[src/decoder_pkg.sv]
package decoder_pkg;

  // raw fetched instruction word
  typedef logic [31:0] instr_t;

  // opcode without the two low quadrant bits, which are checked separately
  typedef logic [4:0]  opcode_t;
  typedef logic [2:0]  funct3_t;
  typedef logic [6:0]  funct7_t;

  // control words handed to the datapath
  typedef logic [4:0]  alu_op_t;
  typedef logic [1:0]  a_sel_t;
  typedef logic [2:0]  b_sel_t;
  typedef logic [1:0]  wb_sel_t;
  typedef logic [2:0]  mem_size_t;
  typedef logic [2:0]  csr_op_t;

  // arithmetic and logic codes, bit 3 marks the alternate form (sub, sra)
  localparam alu_op_t ALU_ADD  = 5'b00000;
  localparam alu_op_t ALU_SUB  = 5'b01000;
  localparam alu_op_t ALU_SLL  = 5'b00001;
  localparam alu_op_t ALU_SLTS = 5'b00010;
  localparam alu_op_t ALU_SLTU = 5'b00011;
  localparam alu_op_t ALU_XOR  = 5'b00100;
  localparam alu_op_t ALU_SRL  = 5'b00101;
  localparam alu_op_t ALU_SRA  = 5'b01101;
  localparam alu_op_t ALU_OR   = 5'b00110;
  localparam alu_op_t ALU_AND  = 5'b00111;

  // compare codes are 2'b11 followed by the branch funct3
  localparam alu_op_t ALU_EQ   = 5'b11000;
  localparam alu_op_t ALU_NE   = 5'b11001;
  localparam alu_op_t ALU_LTS  = 5'b11100;
  localparam alu_op_t ALU_GES  = 5'b11101;
  localparam alu_op_t ALU_LTU  = 5'b11110;
  localparam alu_op_t ALU_GEU  = 5'b11111;

  // first ALU operand comes from rs1, the current pc or a hard zero
  localparam a_sel_t OP_A_RS1     = 2'd0;
  localparam a_sel_t OP_A_CURR_PC = 2'd1;
  localparam a_sel_t OP_A_ZERO    = 2'd2;

  // second ALU operand, OP_B_INCR is the constant 4 used for return addresses
  localparam b_sel_t OP_B_RS2   = 3'd0;
  localparam b_sel_t OP_B_IMM_I = 3'd1;
  localparam b_sel_t OP_B_IMM_U = 3'd2;
  localparam b_sel_t OP_B_IMM_S = 3'd3;
  localparam b_sel_t OP_B_INCR  = 3'd4;

  // source of the register file write data
  localparam wb_sel_t WB_EX_RESULT = 2'd0;
  localparam wb_sel_t WB_LSU_DATA  = 2'd1;
  localparam wb_sel_t WB_CSR_DATA  = 2'd2;

  // access sizes match the load/store funct3 encodings one to one
  localparam mem_size_t LDST_B  = 3'd0;
  localparam mem_size_t LDST_H  = 3'd1;
  localparam mem_size_t LDST_W  = 3'd2;
  localparam mem_size_t LDST_BU = 3'd4;
  localparam mem_size_t LDST_HU = 3'd5;

  // CSR operations match the system funct3 encodings, 0 and 4 are unused
  localparam csr_op_t CSR_RW  = 3'd1;
  localparam csr_op_t CSR_RS  = 3'd2;
  localparam csr_op_t CSR_RC  = 3'd3;
  localparam csr_op_t CSR_RWI = 3'd5;
  localparam csr_op_t CSR_RSI = 3'd6;
  localparam csr_op_t CSR_RCI = 3'd7;

  // major opcodes, bits 6 to 2 of the instruction
  localparam opcode_t LOAD_OPCODE     = 5'b00000;
  localparam opcode_t MISC_MEM_OPCODE = 5'b00011;
  localparam opcode_t OP_IMM_OPCODE   = 5'b00100;
  localparam opcode_t AUIPC_OPCODE    = 5'b00101;
  localparam opcode_t STORE_OPCODE    = 5'b01000;
  localparam opcode_t OP_OPCODE       = 5'b01100;
  localparam opcode_t LUI_OPCODE      = 5'b01101;
  localparam opcode_t BRANCH_OPCODE   = 5'b11000;
  localparam opcode_t JALR_OPCODE     = 5'b11001;
  localparam opcode_t JAL_OPCODE      = 5'b11011;
  localparam opcode_t SYSTEM_OPCODE   = 5'b11100;

  // funct7 forms, alt sets bit 5 to select sub and sra
  localparam funct7_t FUNCT7_BASE = 7'b0000000;
  localparam funct7_t FUNCT7_ALT  = 7'b0100000;

  // mret is matched on the complete word, rs1, rd and rs2 fields included
  localparam instr_t MRET_INSTR = 32'h3020_0073;

endpackage

[src/mem_access_decoder.sv]
module mem_access_decoder
  import decoder_pkg::*;
(
  input  opcode_t   opcode_i,
  input  funct3_t   funct3_i,
  input  funct7_t   funct7_i,
  output logic      hit_o,
  output logic      illegal_o,
  output logic      mem_req_o,
  output logic      mem_we_o,
  output logic      gpr_we_o,
  output wb_sel_t   wb_sel_o,
  output b_sel_t    b_sel_o,
  output mem_size_t mem_size_o
);

  // the address is always rs1 plus an immediate, so only operand b differs
  // between the two opcodes and operand a keeps its default
  always_comb begin
    hit_o      = 1'b0;
    illegal_o  = 1'b0;
    mem_req_o  = 1'b0;
    mem_we_o   = 1'b0;
    gpr_we_o   = 1'b0;
    wb_sel_o   = WB_EX_RESULT;
    b_sel_o    = OP_B_RS2;
    mem_size_o = '0;
    case (opcode_i)
      STORE_OPCODE: begin
        hit_o   = 1'b1;
        // store offset is split between funct7 and the rd field
        b_sel_o = OP_B_IMM_S;
        case (funct3_i)
          LDST_B, LDST_H, LDST_W: begin
            mem_req_o  = 1'b1;
            mem_we_o   = 1'b1;
            mem_size_o = funct3_i;
          end
          // unsigned forms make no sense for a store
          default: illegal_o = 1'b1;
        endcase
      end
      LOAD_OPCODE: begin
        hit_o    = 1'b1;
        b_sel_o  = OP_B_IMM_I;
        wb_sel_o = WB_LSU_DATA;
        case (funct3_i)
          LDST_B, LDST_H, LDST_W, LDST_BU, LDST_HU: begin
            mem_req_o  = 1'b1;
            gpr_we_o   = 1'b1;
            mem_size_o = funct3_i;
          end
          default: illegal_o = 1'b1;
        endcase
      end
      // not a memory opcode, everything stays at the default
      default: ;
    endcase
  end

endmodule

[src/control_flow_decoder.sv]
module control_flow_decoder
  import decoder_pkg::*;
(
  input  opcode_t opcode_i,
  input  funct3_t funct3_i,
  input  funct7_t funct7_i,
  output logic    hit_o,
  output logic    illegal_o,
  output logic    branch_o,
  output logic    jal_o,
  output logic    jalr_o,
  output logic    gpr_we_o,
  output a_sel_t  a_sel_o,
  output b_sel_t  b_sel_o,
  output alu_op_t alu_op_o
);

  // the branch funct3 lands directly in the low bits of the compare code
  alu_op_t cmp_op;

  assign cmp_op = {2'b11, funct3_i};

  always_comb begin
    hit_o     = 1'b0;
    illegal_o = 1'b0;
    branch_o  = 1'b0;
    jal_o     = 1'b0;
    jalr_o    = 1'b0;
    gpr_we_o  = 1'b0;
    a_sel_o   = OP_A_RS1;
    b_sel_o   = OP_B_RS2;
    alu_op_o  = ALU_ADD;
    case (opcode_i)
      BRANCH_OPCODE: begin
        hit_o    = 1'b1;
        // rs1 against rs2, the target adder outside the ALU uses the B-immediate
        alu_op_o = cmp_op;
        case (cmp_op)
          ALU_EQ, ALU_NE, ALU_LTS, ALU_GES, ALU_LTU, ALU_GEU: branch_o = 1'b1;
          // funct3 of 2 or 3 has no compare behind it
          default: illegal_o = 1'b1;
        endcase
      end
      JAL_OPCODE: begin
        hit_o    = 1'b1;
        jal_o    = 1'b1;
        // the ALU builds the link address pc + 4 for rd
        gpr_we_o = 1'b1;
        a_sel_o  = OP_A_CURR_PC;
        b_sel_o  = OP_B_INCR;
      end
      JALR_OPCODE: begin
        hit_o = 1'b1;
        if (funct3_i == 3'd0) begin
          jalr_o   = 1'b1;
          gpr_we_o = 1'b1;
          a_sel_o  = OP_A_CURR_PC;
          b_sel_o  = OP_B_INCR;
        end else begin
          illegal_o = 1'b1;
        end
      end
      default: ;
    endcase
  end

endmodule

[src/alu_op_decoder.sv]
module alu_op_decoder
  import decoder_pkg::*;
(
  input  opcode_t opcode_i,
  input  funct3_t funct3_i,
  input  funct7_t funct7_i,
  output logic    hit_o,
  output logic    illegal_o,
  output logic    gpr_we_o,
  output a_sel_t  a_sel_o,
  output b_sel_t  b_sel_o,
  output alu_op_t alu_op_o
);

  // plain operation for a funct3, shared by the register and immediate forms
  function automatic alu_op_t base_alu_op(input funct3_t funct3);
    alu_op_t op;
    case (funct3)
      3'd0:    op = ALU_ADD;
      3'd1:    op = ALU_SLL;
      3'd2:    op = ALU_SLTS;
      3'd3:    op = ALU_SLTU;
      3'd4:    op = ALU_XOR;
      3'd5:    op = ALU_SRL;
      3'd6:    op = ALU_OR;
      default: op = ALU_AND;
    endcase
    return op;
  endfunction

  always_comb begin
    hit_o     = 1'b0;
    illegal_o = 1'b0;
    gpr_we_o  = 1'b0;
    a_sel_o   = OP_A_RS1;
    b_sel_o   = OP_B_RS2;
    alu_op_o  = ALU_ADD;
    case (opcode_i)
      OP_OPCODE: begin
        hit_o    = 1'b1;
        gpr_we_o = 1'b1;
        case (funct7_i)
          FUNCT7_BASE: alu_op_o = base_alu_op(funct3_i);
          FUNCT7_ALT: begin
            // only sub and sra have an alternate encoding
            if (funct3_i == 3'd0) alu_op_o = ALU_SUB;
            else if (funct3_i == 3'd5) alu_op_o = ALU_SRA;
            else illegal_o = 1'b1;
          end
          default: illegal_o = 1'b1;
        endcase
      end
      OP_IMM_OPCODE: begin
        hit_o    = 1'b1;
        gpr_we_o = 1'b1;
        b_sel_o  = OP_B_IMM_I;
        // funct7 is part of the immediate except for shifts, where it holds the form
        case (funct3_i)
          3'd1: begin
            if (funct7_i == FUNCT7_BASE) alu_op_o = ALU_SLL;
            else illegal_o = 1'b1;
          end
          3'd5: begin
            if (funct7_i == FUNCT7_BASE) alu_op_o = ALU_SRL;
            else if (funct7_i == FUNCT7_ALT) alu_op_o = ALU_SRA;
            else illegal_o = 1'b1;
          end
          default: alu_op_o = base_alu_op(funct3_i);
        endcase
      end
      LUI_OPCODE: begin
        hit_o    = 1'b1;
        gpr_we_o = 1'b1;
        // zero plus the upper immediate
        a_sel_o  = OP_A_ZERO;
        b_sel_o  = OP_B_IMM_U;
      end
      AUIPC_OPCODE: begin
        hit_o    = 1'b1;
        gpr_we_o = 1'b1;
        a_sel_o  = OP_A_CURR_PC;
        b_sel_o  = OP_B_IMM_U;
      end
      MISC_MEM_OPCODE: begin
        hit_o = 1'b1;
        // fence runs as a harmless AND with nothing written back
        if (funct3_i == 3'd0) begin
          alu_op_o = ALU_AND;
          b_sel_o  = OP_B_IMM_I;
        end else begin
          illegal_o = 1'b1;
        end
      end
      default: ;
    endcase
    // a rejected encoding must not touch the register file
    if (illegal_o) gpr_we_o = 1'b0;
  end

endmodule

[src/system_decoder.sv]
module system_decoder
  import decoder_pkg::*;
(
  input  instr_t  instr_i,
  input  opcode_t opcode_i,
  input  funct3_t funct3_i,
  input  funct7_t funct7_i,
  output logic    hit_o,
  output logic    illegal_o,
  output logic    gpr_we_o,
  output logic    csr_we_o,
  output logic    mret_o,
  output wb_sel_t wb_sel_o,
  output csr_op_t csr_op_o
);

  always_comb begin
    hit_o     = 1'b0;
    illegal_o = 1'b0;
    gpr_we_o  = 1'b0;
    csr_we_o  = 1'b0;
    mret_o    = 1'b0;
    wb_sel_o  = WB_EX_RESULT;
    csr_op_o  = '0;
    if (opcode_i == SYSTEM_OPCODE) begin
      hit_o = 1'b1;
      case (funct3_i)
        3'd0: begin
          // the privileged group shares funct3 zero, only mret is supported
          // and ecall, ebreak and anything else are trapped as illegal
          if (instr_i == MRET_INSTR) mret_o = 1'b1;
          else illegal_o = 1'b1;
        end
        CSR_RW, CSR_RS, CSR_RC, CSR_RWI, CSR_RSI, CSR_RCI: begin
          // old CSR value goes to rd while the CSR unit applies funct3
          gpr_we_o = 1'b1;
          csr_we_o = 1'b1;
          wb_sel_o = WB_CSR_DATA;
          csr_op_o = funct3_i;
        end
        // funct3 of 4 is reserved
        default: illegal_o = 1'b1;
      endcase
    end
  end

endmodule

[src/decoder.sv]
module decoder
  import decoder_pkg::*;
(
  input  instr_t    fetched_instr_i,
  output a_sel_t    a_sel_o,
  output b_sel_t    b_sel_o,
  output alu_op_t   alu_op_o,
  output csr_op_t   csr_op_o,
  output logic      csr_we_o,
  output logic      mem_req_o,
  output logic      mem_we_o,
  output mem_size_t mem_size_o,
  output logic      gpr_we_o,
  output wb_sel_t   wb_sel_o,
  output logic      illegal_instr_o,
  output logic      branch_o,
  output logic      jal_o,
  output logic      jalr_o,
  output logic      mret_o
);

  opcode_t opcode;
  funct3_t funct3;
  funct7_t funct7;
  logic    quad_ok;

  // group outputs, prefixed mem_, cf_ (control flow), ar_ (arithmetic), sys_
  logic      mem_hit, mem_illegal, mem_req, mem_we, mem_gpr_we;
  wb_sel_t   mem_wb_sel;
  b_sel_t    mem_b_sel;
  mem_size_t mem_size;
  logic      cf_hit, cf_illegal, cf_branch, cf_jal, cf_jalr, cf_gpr_we;
  a_sel_t    cf_a_sel;
  b_sel_t    cf_b_sel;
  alu_op_t   cf_alu_op;
  logic      ar_hit, ar_illegal, ar_gpr_we;
  a_sel_t    ar_a_sel;
  b_sel_t    ar_b_sel;
  alu_op_t   ar_alu_op;
  logic      sys_hit, sys_illegal, sys_gpr_we, sys_csr_we, sys_mret;
  wb_sel_t   sys_wb_sel;
  csr_op_t   sys_csr_op;

  assign opcode  = fetched_instr_i[6:2];
  assign funct3  = fetched_instr_i[14:12];
  assign funct7  = fetched_instr_i[31:25];
  // compressed quadrants 00, 01 and 10 are not supported
  assign quad_ok = (fetched_instr_i[1:0] == 2'b11);

  mem_access_decoder u_mem (
    .opcode_i(opcode), .funct3_i(funct3), .funct7_i(funct7),
    .hit_o(mem_hit), .illegal_o(mem_illegal), .mem_req_o(mem_req), .mem_we_o(mem_we),
    .gpr_we_o(mem_gpr_we), .wb_sel_o(mem_wb_sel), .b_sel_o(mem_b_sel), .mem_size_o(mem_size)
  );

  control_flow_decoder u_cf (
    .opcode_i(opcode), .funct3_i(funct3), .funct7_i(funct7),
    .hit_o(cf_hit), .illegal_o(cf_illegal), .branch_o(cf_branch), .jal_o(cf_jal),
    .jalr_o(cf_jalr), .gpr_we_o(cf_gpr_we), .a_sel_o(cf_a_sel), .b_sel_o(cf_b_sel),
    .alu_op_o(cf_alu_op)
  );

  alu_op_decoder u_ar (
    .opcode_i(opcode), .funct3_i(funct3), .funct7_i(funct7),
    .hit_o(ar_hit), .illegal_o(ar_illegal), .gpr_we_o(ar_gpr_we),
    .a_sel_o(ar_a_sel), .b_sel_o(ar_b_sel), .alu_op_o(ar_alu_op)
  );

  system_decoder u_sys (
    .instr_i(fetched_instr_i), .opcode_i(opcode), .funct3_i(funct3), .funct7_i(funct7),
    .hit_o(sys_hit), .illegal_o(sys_illegal), .gpr_we_o(sys_gpr_we), .csr_we_o(sys_csr_we),
    .mret_o(sys_mret), .wb_sel_o(sys_wb_sel), .csr_op_o(sys_csr_op)
  );

  // opcodes are disjoint between groups, so the priority order below is arbitrary
  always_comb begin
    a_sel_o         = OP_A_RS1;
    b_sel_o         = OP_B_RS2;
    alu_op_o        = ALU_ADD;
    csr_op_o        = '0;
    csr_we_o        = 1'b0;
    mem_req_o       = 1'b0;
    mem_we_o        = 1'b0;
    mem_size_o      = '0;
    gpr_we_o        = 1'b0;
    wb_sel_o        = WB_EX_RESULT;
    illegal_instr_o = 1'b0;
    branch_o        = 1'b0;
    jal_o           = 1'b0;
    jalr_o          = 1'b0;
    mret_o          = 1'b0;
    if (!quad_ok || !(mem_hit || cf_hit || ar_hit || sys_hit)) begin
      illegal_instr_o = 1'b1;
    end else if (mem_hit) begin
      illegal_instr_o = mem_illegal;
      mem_req_o       = mem_req;
      mem_we_o        = mem_we;
      gpr_we_o        = mem_gpr_we;
      wb_sel_o        = mem_wb_sel;
      b_sel_o         = mem_b_sel;
      mem_size_o      = mem_size;
    end else if (cf_hit) begin
      illegal_instr_o = cf_illegal;
      branch_o        = cf_branch;
      jal_o           = cf_jal;
      jalr_o          = cf_jalr;
      gpr_we_o        = cf_gpr_we;
      a_sel_o         = cf_a_sel;
      b_sel_o         = cf_b_sel;
      alu_op_o        = cf_alu_op;
    end else if (ar_hit) begin
      illegal_instr_o = ar_illegal;
      gpr_we_o        = ar_gpr_we;
      a_sel_o         = ar_a_sel;
      b_sel_o         = ar_b_sel;
      alu_op_o        = ar_alu_op;
    end else begin
      illegal_instr_o = sys_illegal;
      gpr_we_o        = sys_gpr_we;
      csr_we_o        = sys_csr_we;
      mret_o          = sys_mret;
      wb_sel_o        = sys_wb_sel;
      csr_op_o        = sys_csr_op;
    end
  end

  // checks across the group decoders and the merge, evaluated once values settle
  always_comb begin
    assert final ($onehot0({mem_hit, cf_hit, ar_hit, sys_hit}))
      else $error("several group decoders claim opcode %b", opcode);
    assert final (!mem_we_o || mem_req_o)
      else $error("memory write enable without a memory request");
    assert final (!illegal_instr_o || !(gpr_we_o || mem_req_o || csr_we_o))
      else $error("illegal instruction %h still writes or requests", fetched_instr_i);
  end

endmodule

[config.mk]
export PLATFORM = sky130hd
export DESIGN_NAME = decoder
export DESIGN_NICKNAME = d
export VERILOG_FILES = /design/src/decoder_pkg.sv /design/src/mem_access_decoder.sv /design/src/control_flow_decoder.sv /design/src/alu_op_decoder.sv /design/src/system_decoder.sv /design/src/decoder.sv
export SDC_FILE = /design/constraint.sdc
export NUM_CORES = 1
export LEC_CHECK = 0
export BUFFER_PORTS_ARGS = -buffer_cell sky130_fd_sc_hd__buf_2
export CORE_MARGIN = 3
export CORE_UTILIZATION = 38
export DETAILED_ROUTE_END_ITERATION = 8
export PLACE_DENSITY = 0.82
export SYNTH_ARGS = -nofsm -noshare
export SYNTH_HDL_FRONTEND = slang
export SYNTH_SLANG_ARGS = --single-unit
[constraint.sdc]
create_clock -name vclk -period 1.3
set_input_delay 0.13 -clock vclk [all_inputs]
set_output_delay 0.13 -clock vclk [all_outputs]
set_load 0.01 [all_outputs]
==> flow_summary.toml, run 1 <==
[run_status]
status = "did not finish"
haltStage = "4_1_cts"
error = "[ERROR DPL-0038] Utilization greater than 100%, impossible to legalize"

[synthesis]
syn_avg_cell_area_sq_um = 5.89
synth_top_area_cell = "nand2_1"
synth_fp_nets = 156
synth_area_sq_um = 731
synth_most_common_cell = "nand2_1"
netlist_top_cells_count = "nand2_1, a21oi_1, nor2_1, nor3_1"
synth-seq-area-share = 0
yosys-top-cells-area = "nand2_1, a21oi_1, nor3_1, nor2_1, nor4_1"
muxShareOfSynthArea = 0
synthCells = 124
synthAdderAreaFrac = 0
synth_top_family_by_area = "simple AND/OR/NAND/NOR gates"
synth_top_area_share = 0.0925
yosys.area_share.simple = 0.565
yosys.area_share.xor_xnor = 0.0120
synth_compound_area_frac = 0.330
synth.distinct_cells = 39
yosys_warnings = 0

[placed_design]
post_dp_cell_area_sq_um = 1420
post-dp-hpwl_um = 3320
portBuffers = 59
gp_congestion = 0.929
place_ws_ns = -0.400

[cts]
cts_resized = 70
hold_buffers = 0
postCtsSetupBuffers = 9

[floorplan]
die_x_um = 49.9
die_h_um = 49.9
num_io_pins = 59
rows = 15
start_util = 0.414
-- stage by stage --
stage          cells  hold slack, ns  setup TNS, ns
3_5_place_dp     248           0.635          -5.49
3_3_place_gp     248           0.636          -4.31
2_1_floorplan    124           0.366         -0.615
-- logic make-up after synthesis --
logic type / Yosys count
XOR/XNOR: 1
AO/OA/AOI/OAI: 34
buffers and inverters: 14
AND/OR/NAND/NOR: 75
==> run 2: changes to the inputs <==
--- a/config.mk
+++ b/config.mk
@@ -6,10 +6,10 @@
 export NUM_CORES = 1
 export LEC_CHECK = 0
 export BUFFER_PORTS_ARGS = -buffer_cell sky130_fd_sc_hd__buf_2
-export CORE_MARGIN = 3
-export CORE_UTILIZATION = 38
+export CORE_AREA = 3 3 64 66
 export DETAILED_ROUTE_END_ITERATION = 8
-export PLACE_DENSITY = 0.82
+export DIE_AREA = 0 0 67 69
+export PLACE_DENSITY_LB_ADDON = 0.15
 export SYNTH_ARGS = -nofsm -noshare
 export SYNTH_HDL_FRONTEND = slang
 export SYNTH_SLANG_ARGS = --single-unit
==> constraint.sdc (replaced) <==
create_clock -name vclk -period 1.7
set_input_delay 0.17 -clock vclk [all_inputs]
set_output_delay 0.17 -clock vclk [all_outputs]
set_load 0.01 [all_outputs]
==> run 2 against run 1 <==
Compared with the run above: the flow now finishes, with violations (setup timing); synthesized cell count stayed put; area after synthesis stayed put.
==> flow_summary.toml, run 2 <==
[power_and_ir_drop]
power.leakage_nw = 0.661
switching_share = 0.516
power.internal_uw = 112
p_clk_frac = 0
p_per_area_nw_per_um2 = 161
ir_drop_v = 0.0000512
p_seq_frac = 0
power_uw = 232
p_switching_uw = 119
p_comb_frac = 1.000

[run_status]
status = "complete, but fails checks"
violations = "setup timing"

[floorplan]
die_h_um = 69
start_util = 0.201
core_sq_um = 3630
die_x_um = 67
dieArea_sq_um = 4620
num_io_pins = 59
rows = 22

[placed_design]
portBuffers = 59
post-dp-hpwl_um = 2790
place_ws_ns = -0.104
gp_congestion = 0.815

[finish]
num_antenna_cells = 0
syn_to_final_growth_pct = 96.9
nClkBuffers = 0
n_sequential_cell = 0
drive_gt1_frac = 0.550
ff_latch_area_sq_um = 0
final_nets = 243
fillers = 417
post-route-util = 0.396
final_common_cell = "buf_2"
layout_common_cells = "buf_2, buf_4, nand2_1"

[grt]
grt_antenna_before_repair = 0
grt_pass1_wl_um = 5480
grt_max_degree = 11
grt_pass1_vias = 1205
grt_overflow = 0
grtUsageTotal = 0.142

[sta]
setup_viol = 4
rsz0062_at_grt = "yes"
tightestPinTransition_ns = 0.377
drv_slew = 0
setup_tns_ns = -0.160
max_freq_mhz = 569
slew_headroom = 0.746
setup_ws_ns = -0.0579
min_period_over_period = 1.03
hold_viol_final = 0
period_minus_slack_ns = 1.76

[min_path]
hp-class = "in -> out"

[synthesis]
syn_avg_cell_area_sq_um = 5.89
synth_fp_nets = 156
synth_top_area_cell = "nand2_1"
synth_area_sq_um = 731
yosys-top-cells-area = "nand2_1, a21oi_1, nor3_1, nor2_1, nor4_1"
synth.distinct_cells = 39
synth_most_common_cell = "nand2_1"
synth_top_area_share = 0.0925
netlist_top_cells_count = "nand2_1, a21oi_1, nor2_1, nor3_1"
synth-seq-area-share = 0
synthCells = 124
yosys_warnings = 0

[worst_setup_path]
crit_path_start_kind = "input port"
critical_path.cell_chain = "buf_6 > nor4_4 > and2_4 > nand2_2 > o41a_1 > a31oi_2 > buf_2"
arrival_ns = 1.59
cp_top_family = "compound AO/OA/AOI/OAI gates"
worstPathBufferInverterCount = 2
cp.required_ns = 1.53
crit_type = "in -> out"
path_max_fanout = 2
crit_path_end_kind = "primary output"
slowest_delay_ns = 0.45
cp_slowest_cell = "o41a_1"

[route]
drtIter0Drc = 69
drt-total-wl_um = 3370
first_pass_iters = 4
avgRoutedWirePerCell_um = 13.1
vias_per_cell = 4.86
vias = 1250
drc = 0
drtAntennaViolNets = 0

[flow_run]
cap_violations = 0
-- run 2: cell counts after synthesis --
No cell type changed its count.
-- run 2: routing by layer --
layer | GRT usage | vias to the layer above | share of wire
met4 | 0.0135 | 0 | 0.0098
met1 | 0.189 | 582 | 0.45
met2 | 0.253 | 21 | 0.50
met3 | 0.00814 | 4 | 0.035
li1 | - | 643 | -
met5 | 0 | - | 0
-- run 2: final cells by class --
class | count | area, sq um | share of cell area
inverters | 5 | 18.8 | 0.0130
repair buffers | 94 | 606 | 0.421
multi-input cells | 110 | 754 | 0.524
well taps | 48 | 60.1 | 0.0417
-- run 2: repair_timing --
action,in CTS,in global routing
gates resized for setup,12,15
buffers inserted,2,0
cloned,0,0
pin swaps,8,10
hold buffers,0,0
setup endpoints to repair,9,12
-- run 2: power groups by stage --
stage,clock network (mW),registers (mW),logic (mW)
3_5_place_dp,0,0,0.210
3_3_place_gp,0,0,0.208
5_1_grt,0,0,0.253
6_report,0,0,0.232
4_1_cts,0,0,0.224
2_1_floorplan,0,0,0.0939
-- run 2: cell families after synthesis --
kind of cell           count (synthesis)  synth area share
AO/OA/AOI/OAI                         34             0.330
XOR/XNOR                               1            0.0120
buffers and inverters                 14            0.0924
AND/OR/NAND/NOR                       75             0.565
-- run 2: path summary, 6_finish.rpt --
| check | startpoint | to | slack, ns | cells after the start |
|---|---|---|---|---|
| hold / removal | fetched_instr_i[6] | a_sel_o[1] | 0.66 | 3 |
| setup / recovery | fetched_instr_i[26] | alu_op_o[2] | -0.06 | 7 |
-- run 2: per-stage QoR --
step	hold WS, ns	cells	instance area [sq um]
final	0.656	257	1440
after CTS	0.662	258	1390
after global routing	0.693	257	1440
after detailed placement	0.658	256	1310
after floorplan	0.446	124	731
after global placement	0.652	256	1310
No activity file was read; power rests on OpenSTA's default activity.
